===== config.mk =====
export PLATFORM = sky130hd
export DESIGN_NAME = csr_index_generator
export DESIGN_NICKNAME = d
export VERILOG_FILES = /design/src/csr_index_pkg.sv /design/src/csr_index_config_regs.sv /design/src/csr_index_generator.sv /design/src/csr_index_request_build.sv /design/src/csr_index_request_fifo.sv /design/src/csr_index_sequencer.sv
export SDC_FILE = /design/constraint.sdc
export NUM_CORES = 2
export LEC_CHECK = 0
export ABC_AREA = 1
export BUFFER_PORTS_ARGS = -buffer_cell sky130_fd_sc_hd__clkbuf_2
export CAP_MARGIN = 20
export CORE_MARGIN = 2
export CORE_UTILIZATION = 56
export CTS_CLUSTER_DIAMETER = 40
export DETAILED_ROUTE_END_ITERATION = 7
export PLACE_DENSITY = 0.76
export SLEW_MARGIN = 10
export SYNTH_ARGS = -nofsm -noshare
export SYNTH_HDL_FRONTEND = slang
export SYNTH_SLANG_ARGS = --single-unit

===== constraint.sdc =====
create_clock -name ap_clk -period 6.8 [get_ports ap_clk]
set_input_delay 1.7 -clock ap_clk [delete_from_list [all_inputs] [get_ports ap_clk]]
set_output_delay 1.7 -clock ap_clk [all_outputs]
set_load 0.05 [all_outputs]

===== src/csr_index_pkg.sv =====
// CSR index generator types
package csr_index_pkg;

    // ------------------------------
    // Widths
    // ------------------------------
    parameter int index_width = 32;
    parameter int shift_width = 5;
    parameter int route_width = 8;

    // ------------------------------
    // Configuration word
    // ------------------------------
    // One run covers index_start up to index_end - 1
    typedef struct packed {
        logic [index_width-1:0] array_pointer;
        logic [index_width-1:0] index_start;
        logic [index_width-1:0] index_end;
        logic [shift_width-1:0] shift_amount;
        logic                   shift_left;
        logic [route_width-1:0] route;
    } csr_index_config_t;

    // ------------------------------
    // Memory request
    // ------------------------------
    // Address is base + offset, index travels along for the consumer
    typedef struct packed {
        logic                   valid;
        logic [route_width-1:0] route;
        logic [index_width-1:0] base;
        logic [index_width-1:0] offset;
        logic [index_width-1:0] index;
    } csr_request_t;

    // Sequencer states
    typedef enum logic [2:0] {
        gen_idle,
        gen_start,
        gen_busy,
        gen_pause,
        gen_done
    } gen_state_t;

endpackage : csr_index_pkg


===== src/csr_index_config_regs.sv =====
// CSR index configuration registers
module csr_index_config_regs (
    input  logic                            ap_clk,
    input  logic                            areset_generator,
    input  logic                            config_valid,
    input  csr_index_pkg::csr_index_config_t config_in,
    input  logic                            idle,
    output csr_index_pkg::csr_index_config_t cfg,
    output logic                            start
);

    logic accept;

    // ------------------------------
    // Capture
    // ------------------------------
    // Only taken while the sequencer is idle and no start is pending,
    // so cfg stays frozen for the whole run
    assign accept = config_valid & idle & ~start;

    always_ff @(posedge ap_clk) begin
        if (areset_generator) begin
            start <= 1'b0;
        end else begin
            start <= accept;
        end

        if (accept) begin
            cfg <= config_in;
        end
    end

    // ------------------------------
    // Checks
    // ------------------------------
    // Start has to land while the sequencer can still take it
    start_while_idle : assert property (
        @(posedge ap_clk) disable iff (areset_generator)
        start |-> idle
    ) else $error("start pulsed while the sequencer was not idle");

endmodule : csr_index_config_regs


===== src/csr_index_generator.sv =====
// CSR index generator top level
module csr_index_generator #(
    parameter int FIFO_DEPTH  = 16,
    parameter int PROG_THRESH = 8
) (
    input  logic                            ap_clk,
    input  logic                            areset_generator,
    input  logic                            config_valid,
    input  csr_index_pkg::csr_index_config_t config_in,
    input  logic                            request_ready,
    output csr_index_pkg::csr_request_t      request_out,
    output logic                            done
);

    import csr_index_pkg::*;

    csr_index_config_t      cfg;
    csr_request_t           fifo_din;
    logic                   start;
    logic                   idle;
    logic                   push;
    logic                   prog_full;
    logic [index_width-1:0] index;

    csr_index_config_regs i_config_regs (
        .ap_clk           (ap_clk),
        .areset_generator (areset_generator),
        .config_valid     (config_valid),
        .config_in        (config_in),
        .idle             (idle),
        .cfg              (cfg),
        .start            (start)
    );

    csr_index_sequencer i_sequencer (
        .ap_clk           (ap_clk),
        .areset_generator (areset_generator),
        .start            (start),
        .index_start      (cfg.index_start),
        .index_end        (cfg.index_end),
        .prog_full        (prog_full),
        .idle             (idle),
        .done             (done),
        .push             (push),
        .index            (index)
    );

    csr_index_request_build i_request_build (
        .ap_clk           (ap_clk),
        .areset_generator (areset_generator),
        .push             (push),
        .index            (index),
        .cfg              (cfg),
        .fifo_din         (fifo_din)
    );

    // ------------------------------
    // Request queue
    // ------------------------------
    csr_index_request_fifo #(
        .FIFO_DEPTH  (FIFO_DEPTH),
        .PROG_THRESH (PROG_THRESH)
    ) i_request_fifo (
        .ap_clk           (ap_clk),
        .areset_generator (areset_generator),
        .din              (fifo_din),
        .rd_ready         (request_ready),
        .prog_full        (prog_full),
        .dout             (request_out)
    );

endmodule : csr_index_generator


===== src/csr_index_request_build.sv =====
// CSR index request builder
module csr_index_request_build (
    input  logic                                ap_clk,
    input  logic                                areset_generator,
    input  logic                                push,
    input  logic [csr_index_pkg::index_width-1:0] index,
    input  csr_index_pkg::csr_index_config_t     cfg,
    output csr_index_pkg::csr_request_t          fifo_din
);

    import csr_index_pkg::*;

    logic [index_width-1:0] offset;

    // ------------------------------
    // Address offset
    // ------------------------------
    // Element size as a power of two, or a packed sub-word index
    always_comb begin
        if (cfg.shift_left) begin
            offset = index << cfg.shift_amount;
        end else begin
            offset = index >> cfg.shift_amount;
        end
    end

    // ------------------------------
    // Output register
    // ------------------------------
    always_ff @(posedge ap_clk) begin
        if (areset_generator) begin
            fifo_din.valid <= 1'b0;
        end else begin
            fifo_din.valid <= push;
        end

        fifo_din.route  <= cfg.route;
        fifo_din.base   <= cfg.array_pointer;
        fifo_din.offset <= offset;
        fifo_din.index  <= index;
    end

endmodule : csr_index_request_build


===== src/csr_index_request_fifo.sv =====
// CSR request queue
module csr_index_request_fifo #(
    parameter int FIFO_DEPTH  = 16,
    parameter int PROG_THRESH = 8
) (
    input  logic                       ap_clk,
    input  logic                       areset_generator,
    input  csr_index_pkg::csr_request_t din,
    input  logic                       rd_ready,
    output logic                       prog_full,
    output csr_index_pkg::csr_request_t dout
);

    import csr_index_pkg::*;

    localparam int addr_width  = $clog2(FIFO_DEPTH);
    localparam int count_width = $clog2(FIFO_DEPTH + 1);

    csr_request_t           mem [FIFO_DEPTH];
    logic [addr_width-1:0]  wr_ptr;
    logic [addr_width-1:0]  rd_ptr;
    logic [count_width-1:0] count;
    logic                   wr_en;
    logic                   rd_en;
    logic                   empty;
    logic                   full;

    assign wr_en     = din.valid;
    assign empty     = (count == '0);
    assign full      = (count == count_width'(FIFO_DEPTH));
    assign rd_en     = rd_ready & ~empty;
    assign prog_full = (count >= count_width'(PROG_THRESH));

    // ------------------------------
    // Pointers and fill level
    // ------------------------------
    always_ff @(posedge ap_clk) begin
        if (areset_generator) begin
            wr_ptr <= '0;
            rd_ptr <= '0;
            count  <= '0;
        end else begin
            if (wr_en) begin
                wr_ptr <= (wr_ptr == addr_width'(FIFO_DEPTH - 1)) ? '0 : wr_ptr + 1'b1;
            end
            if (rd_en) begin
                rd_ptr <= (rd_ptr == addr_width'(FIFO_DEPTH - 1)) ? '0 : rd_ptr + 1'b1;
            end
            count <= count + count_width'(wr_en) - count_width'(rd_en);
        end
    end

    // Storage
    always_ff @(posedge ap_clk) begin
        if (wr_en) begin
            mem[wr_ptr] <= din;
        end
    end

    // Registered read, valid one cycle after the pop
    always_ff @(posedge ap_clk) begin
        if (areset_generator) begin
            dout.valid <= 1'b0;
        end else begin
            dout.valid <= rd_en;
        end

        if (rd_en) begin
            dout.route  <= mem[rd_ptr].route;
            dout.base   <= mem[rd_ptr].base;
            dout.offset <= mem[rd_ptr].offset;
            dout.index  <= mem[rd_ptr].index;
        end
    end

    // Threshold headroom has to cover the requests still in flight
    no_write_when_full : assert property (
        @(posedge ap_clk) disable iff (areset_generator)
        wr_en |-> !full
    ) else $error("request queue written while full");

endmodule : csr_index_request_fifo


===== src/csr_index_sequencer.sv =====
// CSR index run sequencer
module csr_index_sequencer (
    input  logic                                ap_clk,
    input  logic                                areset_generator,
    input  logic                                start,
    input  logic [csr_index_pkg::index_width-1:0] index_start,
    input  logic [csr_index_pkg::index_width-1:0] index_end,
    input  logic                                prog_full,
    output logic                                idle,
    output logic                                done,
    output logic                                push,
    output logic [csr_index_pkg::index_width-1:0] index
);

    import csr_index_pkg::*;

    gen_state_t state;
    gen_state_t next_state;
    logic       in_range;

    // ------------------------------
    // State register
    // ------------------------------
    always_ff @(posedge ap_clk) begin
        if (areset_generator) begin
            state <= gen_idle;
        end else begin
            state <= next_state;
        end
    end

    assign in_range = index < index_end;

    always_comb begin
        next_state = state;
        case (state)
            gen_idle: begin
                if (start) begin
                    next_state = gen_start;
                end
            end
            // Counter is loaded, one settle cycle before issuing
            gen_start: begin
                next_state = gen_busy;
            end
            gen_busy: begin
                if (!in_range) begin
                    next_state = gen_done;
                end else if (prog_full) begin
                    next_state = gen_pause;
                end
            end
            gen_pause: begin
                if (!prog_full) begin
                    next_state = gen_busy;
                end
            end
            gen_done: begin
                next_state = gen_idle;
            end
            default: begin
                next_state = gen_idle;
            end
        endcase
    end

    // ------------------------------
    // Index counter
    // ------------------------------
    // One index per cycle, held while the queue is above threshold
    assign push = (state == gen_busy) & in_range & ~prog_full;
    assign idle = (state == gen_idle);

    always_ff @(posedge ap_clk) begin
        if (areset_generator) begin
            index <= '0;
        end else if (idle && start) begin
            index <= index_start;
        end else if (push) begin
            index <= index + 1'b1;
        end
    end

    // Done level, low from start until the run has left gen_done
    always_ff @(posedge ap_clk) begin
        if (areset_generator) begin
            done <= 1'b1;
        end else if (idle && start) begin
            done <= 1'b0;
        end else if (state == gen_done) begin
            done <= 1'b1;
        end
    end

    // ------------------------------
    // Checks
    // ------------------------------
    push_in_range : assert property (
        @(posedge ap_clk) disable iff (areset_generator)
        push |-> (index < index_end) && (index >= index_start)
    ) else $error("push outside of the configured index range");

endmodule : csr_index_sequencer


==> results.md <==
* Total power at 36,300 uW
* R2r endpoint: i_request_fifo.dout[28]
* Final Instance Count excl. Fillers at 8,171
* CP endpoint kind: flop
* Synth Area per Inst at 13.4 um2
* Min-delay src: i_config_regs.cfg[80]
* CTS tree: done
* Nets at around 6,200
* Starting density of the core at 0.564
* Drt drc at 0
* Footprint of the multi-input gates at 18,300 um2
* Critical Path Max Stage Delay at roughly 0.75 ns
* Final Setup Violations at 0
* Met2 Use GR at 0.429
* Clock sinks at 2,034
* Met1 GRT Util at 0.381
* Fill cells at about 10,000
* CP Max Fanout at 43
* Share of layout cells above drive strength 1 at 0.115
* Largest family of logic cells by synthesized area: simple AND/OR/NAND/NOR gates
* Fin crit share at 0.538
* GRT Residual Overflow at 0
* Fmax at 0.273 GHz
* Max-slew violations at 0
* Critical path type: in -> reg
* Area leader, netlist: edfxtp_1
* Yosys Warn Count at 0
* Multiplexer share of the synthesized area at 0.0232
* Worst Hold Path Cells at 0
* WL/cell at 24.2 um
* Highest-count cells in the layout ignoring fill and taps: edfxtp_1 (1,878), nor2_1 (1,021), nand2_1 (624)
* Lkg Pwr at 0.0305 uW
* Synthesized flop and latch total at 2,034
* Clk_lat worst skew at approximately 0.84 ns
* PwrDens at 401 nW/um2
* Clock-pin slew on the worst setup and hold paths at 0.05 ns
* Clock Tree Root: clkbuf_16
* Register area share after synthesis at 0.745
* Placeable Area at ~140,000 um2
* Hold Fails Final Rpt at 0
* Critical path's slowest cell: and2_4
* Setup slack, reg-to-reg at 3.30 ns
* H-tree depth at 4
* Status: complete, no violations
* Synth unique cells at 45
* DR vias at 50,443
* PostCTS Resize Cnt at 0
* CP delay by family, top: buffers and inverters
* First-pass GRT wire length at 296,000 um
* Detailed Route Iter0 Violations at 6,255
* Synth Area in Compound Gates at 0.0960
* Critical path cell sequence: clkbuf_2 > and2_4 > buf_4 > buf_4
* Most common cell after layout, fill and taps aside: edfxtp_1
* Ant. Diodes at 0
* Vias per cell at 6.17
* ANT nets after route at 0
* GRT busiest layer: met2
* RSZ-0062 raised after global routing: no
* Row count at roughly 140
* DP Wirelength at 99,300 um
* Synthesized area at 79,900 um2
* Synth Net Count at 6,118
* MaxCap Viol Count at 0
* Vias in the first global route at 48,624
* CTS Hold Bufs at 0
* Sequential cell area at 59,500 um2
* Area delta synth->final at 13.3%
* Total die area at ~150,000 um2
* IO Port Bufs at between 200 and 250
* Initial antenna violation count at 2
* Synth top area share at 0.706
* Total global-route track usage at 0.268
* WP buf/inv at 3
* CP required at 7.25 ns
* Post-synthesis adder-cell area fraction at 0.00730
* R2r startpoint: i_request_fifo.rd_ptr[2]
* Die W at 382 um
* WP data arrival at slightly above 4 ns
* Slew headroom at 0.0986
* Hold Crit Class: reg -> reg
* Slew @ Worst Pin at 1.35 ns
* Synth Area in Simple Gates at 0.0982
* Kind of start point of the critical path: input pin
* Number of detailed-route iterations in the first pass at 5
* Crit path time final at 3.66 ns
* Peak supply drop at 0.000579 V
* Worst reg2reg path depth at 6
* Hold Path End: i_request_build.fifo_din[66]
* Inserted Clock Buffers at 228
* Post-Syn Instances at 5,958
* Largest net degree at the start of global routing at 279
* Max clock buf depth at 3
* Placer Congestion at 0.934
* Post-CTS setup buffers at 0
* Ports at 220
* Clock skew at 0.0557 ns
* Die H at 382 um
* Total wire length at 197,000 um
* Post-synthesis xor/xnor area fraction at 0.00219
* Inst Count DP at 7,739
* Post-route cell area at 90,500 um2
* CP dominant cell by count: buf_4
* Placed inst area at 82,500 um2
* Setup TNS at 0 ns
* Met3 usage at 0.0410
* Largest cells by area after synthesis: edfxtp_1 (71%), nor2_1 (4.9%), dfxtp_1 (3.9%), o21ai_0 (3.6%), nand2_1 (2.9%)
[through the flow]
stage	utilization	hold WS, ns	setup slack (ns)
6_report	0.639	0.339	3.14
5_1_grt	0.639	0.346	3.08
4_1_cts	0.639	0.342	3.21
3_5_place_dp	0.583	0.328	2.32
3_3_place_gp	0.583	0.323	2.33
2_1_floorplan	-	0.323	0.182
[cell families after synthesis]
group	after synthesis
AO/OA/AOI/OAI	1169
adder cells (fa/ha/maj)	46
buffers and inverters	538
flip-flops	2034
XOR/XNOR	20
AND/OR/NAND/NOR	1966
multiplexers	185
[power breakdown]
part           internal (uW)  leakage (uW)  switching, uW
Combinational           1910       0.00812           4720
Sequential             15500        0.0185           1500
Clock                   7540       0.00387           5150
Total                  24900        0.0305          11400
[cell usage after synthesis (all sizes together)]
cell,n
a211oi,3
a21boi,1
a21oi,79
a22oi,1
a31oi,8
and2,2
buf,164
clkbuf,232
clkinv,1
dfxtp,156
edfxtp,1878
fa,1
ha,45
inv,141
mux2i,185
nand2,629
nand3,247
nand3b,1
nand4,17
nor2,1042
nor3,23
nor4,2
o211ai,70
o21a,7
o21ai,573
o21bai,1
o221ai,184
o31ai,1
o32ai,241
or2,3
xor2,20
[how the worst max path moves through the flow]
| stage | start | end | cells past startpoint |
|---|---|---|---|
| global route | request_ready | i_request_fifo.count[4] | 11 |
| CTS | request_ready | i_request_fifo.dout[45] | 4 |
| floorplan | request_ready | i_request_fifo.count[4] | 11 |
| finish | request_ready | i_request_fifo.dout[37] | 4 |
| global placement | request_ready | i_request_fifo.dout[38] | 4 |
| detailed placement | request_ready | i_request_fifo.dout[37] | 4 |
[flip-flops by register name, summed over array words and instances, names as in the netlist]
register and flops:
i_request_fifo.rd_ptr 4, i_sequencer.state 3, i_request_fifo.dout 105, i_sequencer.index 32, i_request_build.fifo_din 105, i_request_fifo.mem 1664
i_sequencer.done 1, i_request_fifo.count 5, i_request_fifo.wr_ptr 4, i_config_regs.start 1, i_config_regs.cfg 110
[final cells by class]
type,instances,share of cell area
sequential,2034,0.658
clock buffer,285,0.0682
multi-input combinational,3386,0.202
clock inverter,147,0.0203
tap,1890,0.0261
inverter,142,0.00607
timing repair buffer,287,0.0200
[routing by layer]
metal  vias up  wire [um]
li1      22456          -
met1     24776      78700
met2      2822      94200
met3       389      18900
met4         0       5590
met5         -          0
Note: power is estimated with default switching activity, not from simulation.
